--- src/source/core_types_pkg.sv ---
package core_types_pkg;

    localparam int ASID_WIDTH = 8;

    typedef logic [31:0] scalar_t;
    typedef logic [1:0] thread_idx_t;

    // Element index where a vector operation picks up again
    typedef logic [3:0] subcycle_t;

    typedef enum logic [3:0]
    {
        TR_RESET            = 4'd0,
        TR_ILLEGAL_INST     = 4'd1,
        TR_PRIVILEGED_OP    = 4'd2,
        TR_INTERRUPT        = 4'd3,
        TR_ITLB_MISS        = 4'd4,
        TR_DTLB_MISS        = 4'd5,
        TR_PAGE_FAULT       = 4'd6,
        TR_SYSCALL          = 4'd7,
        TR_BREAKPOINT       = 4'd8
    } trap_reason_t;

    // Offered on the event port, a trap or a return from trap
    typedef struct packed
    {
        logic is_eret;
        thread_idx_t thread;
        trap_reason_t reason;
        scalar_t pc;
        scalar_t access_addr;
        subcycle_t subcycle;
    } trap_event_t;

    // Where fetch resumes for a thread
    typedef struct packed
    {
        thread_idx_t thread;
        scalar_t pc;
        subcycle_t subcycle;
    } redirect_t;

    typedef struct packed
    {
        logic supervisor_en;
        logic mmu_en;
        logic interrupt_en;
        logic [ASID_WIDTH - 1:0] asid;
    } thread_status_t;

endpackage

--- src/source/creg_pkg.sv ---
package creg_pkg;

    import core_types_pkg::*;

    typedef enum logic [4:0]
    {
        CR_FLAGS            = 5'd0,
        CR_SAVED_FLAGS      = 5'd1,
        CR_THREAD_ID        = 5'd2,
        CR_TRAP_PC          = 5'd3,
        CR_TRAP_REASON      = 5'd4,
        CR_TRAP_HANDLER     = 5'd5,
        CR_TRAP_ADDRESS     = 5'd6,
        CR_TLB_MISS_HANDLER = 5'd7,
        CR_CYCLE_COUNT      = 5'd8,
        CR_SCRATCHPAD0      = 5'd9,
        CR_SCRATCHPAD1      = 5'd10,
        CR_SUBCYCLE         = 5'd11,
        CR_CURRENT_ASID     = 5'd12,
        CR_PAGE_DIR         = 5'd13
    } creg_index_t;

    typedef struct packed
    {
        logic [28:0] reserved;
        logic supervisor_en;
        logic mmu_en;
        logic interrupt_en;
    } creg_flags_t;

    // Flags and saved flags use the triple view, everything else the scalar
    typedef union packed
    {
        scalar_t value;
        creg_flags_t flags;
    } creg_word_u;

    typedef struct packed
    {
        thread_idx_t thread;
        logic write;
        creg_index_t index;
        creg_word_u data;
    } creg_req_t;

    typedef struct packed
    {
        creg_word_u data;
    } creg_resp_t;

endpackage

--- src/source/control_registers.sv ---
`timescale 1ns/1ps

module control_registers
#(
    parameter int NUM_THREADS = 4,
    parameter int CORE_ID = 0
)
(
    input  logic                          clk,
    input  logic                          reset,

    // Register access strobes
    input  logic                          creg_write_en,
    input  logic                          creg_read_en,
    input  core_types_pkg::thread_idx_t   creg_thread,
    input  creg_pkg::creg_index_t         creg_index,
    input  creg_pkg::creg_word_u          creg_write_val,
    output creg_pkg::creg_word_u          creg_read_val,

    // Trap stack commands
    input  logic                          trap_en,
    input  logic                          eret_en,
    input  core_types_pkg::trap_event_t   evt,

    output core_types_pkg::scalar_t       trap_handler,
    output core_types_pkg::scalar_t       tlb_miss_handler,
    output core_types_pkg::scalar_t       eret_address[NUM_THREADS],
    output core_types_pkg::subcycle_t     eret_subcycle[NUM_THREADS],
    output core_types_pkg::thread_status_t status[NUM_THREADS]
);

    import core_types_pkg::*;
    import creg_pkg::*;

    // One level of the trap stack for one thread
    typedef struct packed
    {
        scalar_t eret_address;
        trap_reason_t reason;
        scalar_t access_addr;
        subcycle_t subcycle;
        logic supervisor_en;
        logic mmu_en;
        logic interrupt_en;
    } trap_frame_t;

    trap_frame_t frame[2][NUM_THREADS];
    scalar_t scratchpad0[NUM_THREADS];
    scalar_t scratchpad1[NUM_THREADS];
    scalar_t page_dir_base[NUM_THREADS];
    scalar_t cycle_count;
    scalar_t cycle_count_next;
    creg_word_u read_word;
    trap_frame_t new_frame;

    assign cycle_count_next = cycle_count + 1;

    always_comb
    begin
        for (int t = 0; t < NUM_THREADS; t++)
        begin
            eret_address[t] = frame[0][t].eret_address;
            eret_subcycle[t] = frame[0][t].subcycle;
        end
    end

    // Frame pushed on a trap, carrying the thread's flags from before it
    always_comb
    begin
        new_frame.eret_address = evt.pc;
        new_frame.reason = evt.reason;
        new_frame.access_addr = evt.access_addr;
        new_frame.subcycle = evt.subcycle;
        new_frame.supervisor_en = status[evt.thread].supervisor_en;
        new_frame.mmu_en = status[evt.thread].mmu_en;
        new_frame.interrupt_en = status[evt.thread].interrupt_en;
    end

    always_ff @(posedge clk, posedge reset)
    begin
        if (reset)
        begin
            for (int t = 0; t < NUM_THREADS; t++)
            begin
                for (int level = 0; level < 2; level++)
                begin
                    frame[level][t] <= '0;
                    frame[level][t].reason <= TR_RESET;
                end
                status[t].supervisor_en <= 1'b1;
                status[t].mmu_en <= 1'b0;
                status[t].interrupt_en <= 1'b0;
                status[t].asid <= '0;
                scratchpad0[t] <= '0;
                scratchpad1[t] <= '0;
                page_dir_base[t] <= '0;
            end
            trap_handler <= '0;
            tlb_miss_handler <= '0;
            cycle_count <= '0;
        end
        else
        begin
            cycle_count <= cycle_count_next;

            if (trap_en)
            begin
                frame[1][evt.thread] <= frame[0][evt.thread];
                frame[0][evt.thread] <= new_frame;
                status[evt.thread].supervisor_en <= 1'b1;
                status[evt.thread].interrupt_en <= 1'b0;
                if (evt.reason == TR_ITLB_MISS || evt.reason == TR_DTLB_MISS)
                    status[evt.thread].mmu_en <= 1'b0;
            end
            else if (eret_en)
            begin
                status[evt.thread].supervisor_en <= frame[0][evt.thread].supervisor_en;
                status[evt.thread].mmu_en <= frame[0][evt.thread].mmu_en;
                status[evt.thread].interrupt_en <= frame[0][evt.thread].interrupt_en;
                frame[0][evt.thread] <= frame[1][evt.thread];
            end

            // Comes after the event so a write to the same register wins
            if (creg_write_en)
            begin
                case (creg_index)
                    CR_FLAGS:
                    begin
                        status[creg_thread].supervisor_en <= creg_write_val.flags.supervisor_en;
                        status[creg_thread].mmu_en <= creg_write_val.flags.mmu_en;
                        status[creg_thread].interrupt_en <= creg_write_val.flags.interrupt_en;
                    end

                    CR_SAVED_FLAGS:
                    begin
                        frame[0][creg_thread].supervisor_en <= creg_write_val.flags.supervisor_en;
                        frame[0][creg_thread].mmu_en <= creg_write_val.flags.mmu_en;
                        frame[0][creg_thread].interrupt_en <= creg_write_val.flags.interrupt_en;
                    end

                    CR_TRAP_PC:
                        frame[0][creg_thread].eret_address <= creg_write_val.value;
                    CR_TRAP_HANDLER:
                        trap_handler <= creg_write_val.value;
                    CR_TLB_MISS_HANDLER:
                        tlb_miss_handler <= creg_write_val.value;
                    CR_SCRATCHPAD0:
                        scratchpad0[creg_thread] <= creg_write_val.value;
                    CR_SCRATCHPAD1:
                        scratchpad1[creg_thread] <= creg_write_val.value;
                    CR_SUBCYCLE:
                        frame[0][creg_thread].subcycle <= subcycle_t'(creg_write_val.value);
                    CR_CURRENT_ASID:
                        status[creg_thread].asid <= creg_write_val.value[ASID_WIDTH - 1:0];
                    CR_PAGE_DIR:
                        page_dir_base[creg_thread] <= creg_write_val.value;
                    default:
                        ;
                endcase
            end
        end
    end

    // Read mux, decoded through the union
    always_comb
    begin
        read_word = '0;
        case (creg_index)
            CR_FLAGS:
            begin
                read_word.flags.supervisor_en = status[creg_thread].supervisor_en;
                read_word.flags.mmu_en = status[creg_thread].mmu_en;
                read_word.flags.interrupt_en = status[creg_thread].interrupt_en;
            end

            CR_SAVED_FLAGS:
            begin
                read_word.flags.supervisor_en = frame[0][creg_thread].supervisor_en;
                read_word.flags.mmu_en = frame[0][creg_thread].mmu_en;
                read_word.flags.interrupt_en = frame[0][creg_thread].interrupt_en;
            end

            CR_THREAD_ID:
                read_word.value = (scalar_t'(CORE_ID) << $bits(thread_idx_t))
                    | scalar_t'(creg_thread);
            CR_TRAP_PC:          read_word.value = frame[0][creg_thread].eret_address;
            CR_TRAP_REASON:      read_word.value = scalar_t'(frame[0][creg_thread].reason);
            CR_TRAP_HANDLER:     read_word.value = trap_handler;
            CR_TRAP_ADDRESS:     read_word.value = frame[0][creg_thread].access_addr;
            CR_TLB_MISS_HANDLER: read_word.value = tlb_miss_handler;
            // Value the counter takes at this same edge
            CR_CYCLE_COUNT:      read_word.value = cycle_count_next;
            CR_SCRATCHPAD0:      read_word.value = scratchpad0[creg_thread];
            CR_SCRATCHPAD1:      read_word.value = scratchpad1[creg_thread];
            CR_SUBCYCLE:         read_word.value = scalar_t'(frame[0][creg_thread].subcycle);
            CR_CURRENT_ASID:     read_word.value = scalar_t'(status[creg_thread].asid);
            CR_PAGE_DIR:         read_word.value = page_dir_base[creg_thread];
            default:             read_word.value = 32'hffff_ffff;
        endcase
    end

    always_ff @(posedge clk)
    begin
        if (creg_read_en)
            creg_read_val <= read_word;
    end

endmodule

--- src/source/creg_access.sv ---
`timescale 1ns/1ps

module creg_access
(
    input  logic                        clk,
    input  logic                        reset,

    // Access request port
    input  logic                        req_valid,
    output logic                        req_ready,
    input  creg_pkg::creg_req_t         req,

    // Read response port
    output logic                        resp_valid,
    input  logic                        resp_ready,
    output creg_pkg::creg_resp_t        resp,

    // To and from the register block
    output logic                        creg_write_en,
    output logic                        creg_read_en,
    output core_types_pkg::thread_idx_t creg_thread,
    output creg_pkg::creg_index_t       creg_index,
    output creg_pkg::creg_word_u        creg_write_val,
    input  creg_pkg::creg_word_u        creg_read_val
);

    logic req_accept;

    // A pending response blocks new requests only while it is not taken
    assign req_ready = !resp_valid || resp_ready;
    assign req_accept = req_valid && req_ready;

    assign creg_write_en = req_accept && req.write;
    assign creg_read_en = req_accept && !req.write;
    assign creg_thread = req.thread;
    assign creg_index = req.index;
    assign creg_write_val = req.data;

    // Read data register only loads on an accepted read, so it holds
    assign resp.data = creg_read_val;

    always_ff @(posedge clk, posedge reset)
    begin
        if (reset)
            resp_valid <= 1'b0;
        else if (creg_read_en)
            resp_valid <= 1'b1;
        else if (resp_ready)
            resp_valid <= 1'b0;
    end

endmodule

--- src/source/trap_control_unit.sv ---
`timescale 1ns/1ps

module trap_control_unit
#(
    parameter int NUM_THREADS = 4,
    parameter int CORE_ID = 0
)
(
    input  logic                           clk,
    input  logic                           reset,

    input  logic                           req_valid,
    output logic                           req_ready,
    input  creg_pkg::creg_req_t            req,
    output logic                           resp_valid,
    input  logic                           resp_ready,
    output creg_pkg::creg_resp_t           resp,

    input  logic                           event_valid,
    output logic                           event_ready,
    input  core_types_pkg::trap_event_t    trap_event,

    output logic                           redirect_valid,
    input  logic                           redirect_ready,
    output core_types_pkg::redirect_t      redirect,

    output core_types_pkg::thread_status_t status[NUM_THREADS]
);

    import core_types_pkg::*;
    import creg_pkg::*;

    logic creg_write_en;
    logic creg_read_en;
    thread_idx_t creg_thread;
    creg_index_t creg_index;
    creg_word_u creg_write_val;
    creg_word_u creg_read_val;
    logic trap_en;
    logic eret_en;
    trap_event_t evt;
    scalar_t trap_handler;
    scalar_t tlb_miss_handler;
    scalar_t eret_address[NUM_THREADS];
    subcycle_t eret_subcycle[NUM_THREADS];

    control_registers #(
        .NUM_THREADS(NUM_THREADS),
        .CORE_ID(CORE_ID)
    ) i_control_registers (.*);

    creg_access i_creg_access (.*);

    trap_sequencer #(
        .NUM_THREADS(NUM_THREADS)
    ) i_trap_sequencer (.*);

endmodule

--- src/source/trap_sequencer.sv ---
`timescale 1ns/1ps

module trap_sequencer
#(
    parameter int NUM_THREADS = 4
)
(
    input  logic                          clk,
    input  logic                          reset,

    // Event port
    input  logic                          event_valid,
    output logic                          event_ready,
    input  core_types_pkg::trap_event_t   trap_event,

    // Trap stack commands
    output logic                          trap_en,
    output logic                          eret_en,
    output core_types_pkg::trap_event_t   evt,

    // Resume targets from the register block
    input  core_types_pkg::scalar_t       trap_handler,
    input  core_types_pkg::scalar_t       tlb_miss_handler,
    input  core_types_pkg::scalar_t       eret_address[NUM_THREADS],
    input  core_types_pkg::subcycle_t     eret_subcycle[NUM_THREADS],

    // Redirect port
    output logic                          redirect_valid,
    input  logic                          redirect_ready,
    output core_types_pkg::redirect_t     redirect
);

    import core_types_pkg::*;

    logic event_accept;
    redirect_t next_redirect;

    assign event_ready = !redirect_valid || redirect_ready;
    assign event_accept = event_valid && event_ready;

    assign trap_en = event_accept && !trap_event.is_eret;
    assign eret_en = event_accept && trap_event.is_eret;
    assign evt = trap_event;

    // Built from stack contents before the event updates them
    always_comb
    begin
        next_redirect.thread = trap_event.thread;
        if (trap_event.is_eret)
        begin
            next_redirect.pc = eret_address[trap_event.thread];
            next_redirect.subcycle = eret_subcycle[trap_event.thread];
        end
        else
        begin
            if (trap_event.reason == TR_ITLB_MISS || trap_event.reason == TR_DTLB_MISS)
                next_redirect.pc = tlb_miss_handler;
            else
                next_redirect.pc = trap_handler;
            next_redirect.subcycle = '0;
        end
    end

    always_ff @(posedge clk)
    begin
        if (event_accept)
            redirect <= next_redirect;
    end

    always_ff @(posedge clk, posedge reset)
    begin
        if (reset)
            redirect_valid <= 1'b0;
        else if (event_accept)
            redirect_valid <= 1'b1;
        else if (redirect_ready)
            redirect_valid <= 1'b0;
    end

endmodule

--- config.mk ---
export PLATFORM = sky130hd
export DESIGN_NAME = trap_control_unit
export DESIGN_NICKNAME = d
export VERILOG_FILES = /design/src/source/core_types_pkg.sv /design/src/source/creg_pkg.sv /design/src/source/control_registers.sv /design/src/source/creg_access.sv /design/src/source/trap_control_unit.sv /design/src/source/trap_sequencer.sv
export SDC_FILE = /design/constraint.sdc
export NUM_CORES = 2
export LEC_CHECK = 0
export BUFFER_PORTS_ARGS = -buffer_cell sky130_fd_sc_hd__buf_2
export CORE_AREA = 2 2 410 412
export DETAILED_ROUTE_END_ITERATION = 8
export DIE_AREA = 0 0 412 414
export GPL_TIMING_DRIVEN = 1
export SYNTH_ARGS = -nofsm -noshare
export SYNTH_HDL_FRONTEND = slang
export SYNTH_SLANG_ARGS = --single-unit
--- constraint.sdc ---
create_clock -name clk -period 48 [get_ports clk]
set_input_delay 4.8 -clock clk [delete_from_list [all_inputs] [get_ports clk]]
set_output_delay 4.8 -clock clk [all_outputs]
set_load 0.03 [all_outputs]
After elaboration in Yosys (flattened, before gate mapping). Index checks and enable logic that the tools add are counted.

Word-level logic and storage cells: 235. Bits in registers: 1196. Output and inout bits: 118.

$add $sub $neg: 1. Muxes and demuxes: 96. Bitwise gates (word level): 2. Equality and inequality tests: 15. Order comparisons: 4. Reduce and logical (&&, ||, !) cells: 24.

Operator list (count): $bwmux 300 (8); $demux 75 s2 (6); $mux 300 (3); $pmux 300 s3 (1); $mux 75 (8); $bmux 75 s2 (3); $bwmux 44 (10); $bwmux 128 (3); $pmux 29 s12 (1); $mux 32 (10); $bmux 32 s2 (4); $mux 44 (4); $demux 11 s2 (7); $pmux 44 s2 (1); $mux 11 (6); $demux 32 s2 (1); $bmux 11 s2 (2); $pmux 3 s14 (1); $mux 36 (1); $add 32x1->32 const B (1); $eq 5x4->1 const B (6); $eq 5x3->1 const B (4); $mux 10 (2); $mux 9 (2); other kinds (20) (47).

Logic depth before layout (Yosys ltp).
Depth after elaboration: 15. Depth in mapped cells: 9.

By module. A second synthesis with hierarchy kept.

Cells, all modules: 5495. Area, all modules: 60446.7 µm².

By module, submodules not included: control_registers (sequential area each 29092.9 µm², times used 1, area each 56252.7 µm², cells an instance 5067); trap_sequencer (sequential area each 1166.1 µm², times used 1, area each 3590.9 µm², cells an instance 350); creg_access (sequential area each 25.0 µm², times used 1, area each 603.1 µm², cells an instance 78).

Worst setup path after synthesis. OpenSTA, ideal clock, no wires.

Kind: in2out. Start: input redirect_ready. End: output event_ready. Arrival: 5.178 ns. Setup slack: 38.022 ns. Stages on the path: 3. Cells stage by stage: nor2b_1 buf_2 inv_2.

Word-level cells in the longest chain between the ends: 1.

Ends and longest elaborated chain: from (decl) (RTL line trap_control_unit.sv:24) `input logic redirect_ready,`; $logic_or 1x1->1 (RTL line trap_sequencer.sv:38) `assign event_ready = !redirect_valid || redirect_ready;`; to (decl) (RTL line trap_control_unit.sv:20) `output logic event_ready,`.

Every way passes these cells.

Worst setup path in the final report. Same ends and word-level chain as after synthesis.

==> metrics.txt <==
sequential element share of the synthesized area=52.4%; WL per Instance=27.1 µm; Place WS=37.58 ns; global-route wire length before repair=271000 µm; Worst-path clk slew=0.06 ns; # placed instances=6486; CP most frequent cell=buf_2; Worst VDD drop=0.0000332 V; die area=0.171 mm²; layout cells sized above 1=37.2%; Post-synth EDFFs=70; initial antenna violation count=32; worst rel slew slack=21.6%; Synth Register Bits=1196; DR iter-0 viols=3769; Worst Setup End Kind=output port; routed vias/inst=5.69; Detailed Place HPWL=113000 µm; hold bufs inserted after CTS=0; Post-CTS Setup Repair Bufs=0; GR Util met3=5.49%; Nets=4538; CP Data Required Time=43.20 ns; Comb power frac=18.6%; die width=412 µm; status=finished clean; M1 GR Usage=31.5%; cell with the most instances after synthesis=dfrtp_1; Worst R2R End=i_control_registers.frame[111]; Yosys cell types=69; Hold/Removal Path Class=flop to flop; fin crit period=10.44 ns; fmax=0.0958 GHz; Sequential Power Share=45.5%; ordered cell list for the critical path=buf_2 -> nor2b_1 -> buf_4 -> inv_2 -> buf_2; fraction of registers with async set/reset=94.1%; Area contributors post-synth=dfrtp_1 49%, mux2_2 15%, mux4_2 13%; area of the core=0.166 mm²; worst slew pin tran=1.17 ns; synthesized instance count=4357; cts repair resizes=0; Net Sw Power=0.000841 W; Leak Pwr=28.3 nW; htree depth=4; switching share of power=28.5%; GR peak layer=met1; Final Setup Violations=0; number of vias in the routed layout=38300; Final Worst Setup Slack=37.56 ns; DR pass1 iterations=8; synthesized area=0.0578 mm²; PwrDens=45.2 mW/mm²; Slew Viols, Final=0; TNS Setup=0 ns; syn_nets=4479; final hold vios=0; PortBufs=238; Ports=239; CP max stage delay=0.26 ns; unrepaired setup endpoints after global routing=no; Final ANT Viol Nets=0; Max-cap violations=0; Worst Hold Path EP=i_control_registers.frame[119]; Rows=150; clk root buf=clkbuf_16; routability cong.=0.825; worst-path fanout max=9; post-synth top area cell=dfrtp_1; clk_skew=0.0562 ns; CTS Sinks=1196; Hold Path Cell Cnt=1; Ys Warns=0; reg2reg start=i_trap_sequencer.redirect_valid; TritonCTS clock tree=built; Crit Path Category=primary input to output port; Area growth syn-to-layout=12.8%; top-area cell type share of the netlist area=48.6%; Synth Flop Type=dfrtp_1; Initial Util=34.8%; number of global-route vias before repair=38400; CP arrival=5.64 ns; GR Overflow Total=0; Post-Syn Area per Cell=13.3 µm²; clock latency on the worst-skew pair=0.80 ns; Final Util=39.2%; y dimension of the die=414 µm; TritonCTS Buffers=132; final worst path period share=21.7%; R2R depth=7; grt met2 use=31.0%; Post-Route WL=182000 µm; gr usage total=21.3%; Clock Power Share=35.9%; pin count of the biggest net entering global routing=179; Final Non-Filler Cells=6723; DRC violations left=0; reg2reg setup slack=43.86 ns; Slowest cell on crit path=buf_4; Clock Path Buffers=3; cell-internal power=0.00210 W; synth cell count leaders=1122 x dfrtp_1, 766 x mux2_2, 556 x nand2_1, 382 x o21ai_0, 325 x mux4_2; CP startpoint kind=primary input; Min-Delay Startpoint=i_control_registers.frame[119]
[routing by layer]
layer | up-vias | share of wire, %
li1 | 16200 | -
met4 | 30 | 2.4
met2 | 1531 | 44
met1 | 20200 | 45
met5 | - | 0.098
met3 | 278 | 8.9
[power groups by stage]
stage | registers, W | clock network [W] | logic [W]
floorplan | 0.00134 | 0 | 0.000392
global placement | 0.00135 | 0 | 0.000532
detailed placement | 0.00136 | 0 | 0.000546
CTS | 0.00134 | 0.00108 | 0.000548
global route | 0.00137 | 0.00112 | 0.000595
finish | 0.00134 | 0.00106 | 0.000548
[kinds of logic after synthesis]
| kind of cell | count (synthesis) | synth area share (%) |
|---|---|---|
| mux | 1240 | 30.4 |
| simple gates | 837 | 6.42 |
| flops | 1196 | 52.4 |
| compound gates | 652 | 6.70 |
| xor+xnor | 30 | 0.455 |
| fa+ha+maj | 1 | 0.0216 |
| buf+inv | 401 | 3.60 |
[worst max-delay path: cells and delay by family]
family | cells | cell delay (ns)
buf+inv | 4 | 0.69
simple gates | 1 | 0.15
[placed cells by master (no fill, tap or decap), drive strengths merged, types with 26 or more instances in the layout]
| master | instances |
|---|---|
| a22o | 46 |
| nand3 | 97 |
| mux2 | 788 |
| o21ai | 414 |
| clkbuf | 192 |
| nand2 | 557 |
| dfrtp | 1122 |
| nand4 | 44 |
| buf | 315 |
| nor2 | 50 |
| mux4 | 332 |
| mux2i | 120 |
| a22oi | 59 |
| a221oi | 26 |
| edfxtp | 70 |
| a31oi | 36 |
[per-stage QoR]
step,hold slack [ns],total power (W),instance area [µm²]
after CTS,0.484,0.00296,65200
after global placement,0.464,0.00188,60600
final,0.482,0.00295,65200
after global routing,0.503,0.00308,65200
after floorplan,0.443,0.00173,57800
after detailed placement,0.471,0.00190,60600
[how the worst max path moves through the flow]
stage              startpoint                                 end  slack, ns  cells after the start
2_1_floorplan           reset  i_control_registers.cycle_count[0]      11.50                      1
3_3_place_gp   redirect_ready                         event_ready      37.58                      5
3_5_place_dp   redirect_ready                         event_ready      37.58                      5
4_1_cts        redirect_ready                         event_ready      37.58                      5
5_1_grt        redirect_ready                         event_ready      37.53                      5
6_report       redirect_ready                         event_ready      37.56                      5
[final cells by class]
type | count | area, µm²
inverter | 10 | 45.0
fill | 15700 | 101000
antenna | 5 | 12.5
clock buffer | 191 | 3900
multi-input combinational | 2760 | 25600
clock inverter | 41 | 642
sequential | 1196 | 30300
tap | 2204 | 2760
timing repair buffer | 316 | 1910
[registers in the layout, indices dropped and copies added (netlist names)]
register	flops
i_creg_access.resp_valid	1
i_control_registers.scratchpad1	128
i_control_registers.page_dir_base	128
i_trap_sequencer.redirect	38
i_control_registers.scratchpad0	128
i_control_registers.eret_address	128
i_control_registers.eret_subcycle	16
i_trap_sequencer.redirect_valid	1
i_control_registers.trap_handler	32
i_control_registers.tlb_miss_handler	32
i_control_registers.status	44
i_control_registers.creg_read_val	32
i_control_registers.frame	456
i_control_registers.cycle_count	32
(Power assumes the default switching activity.)
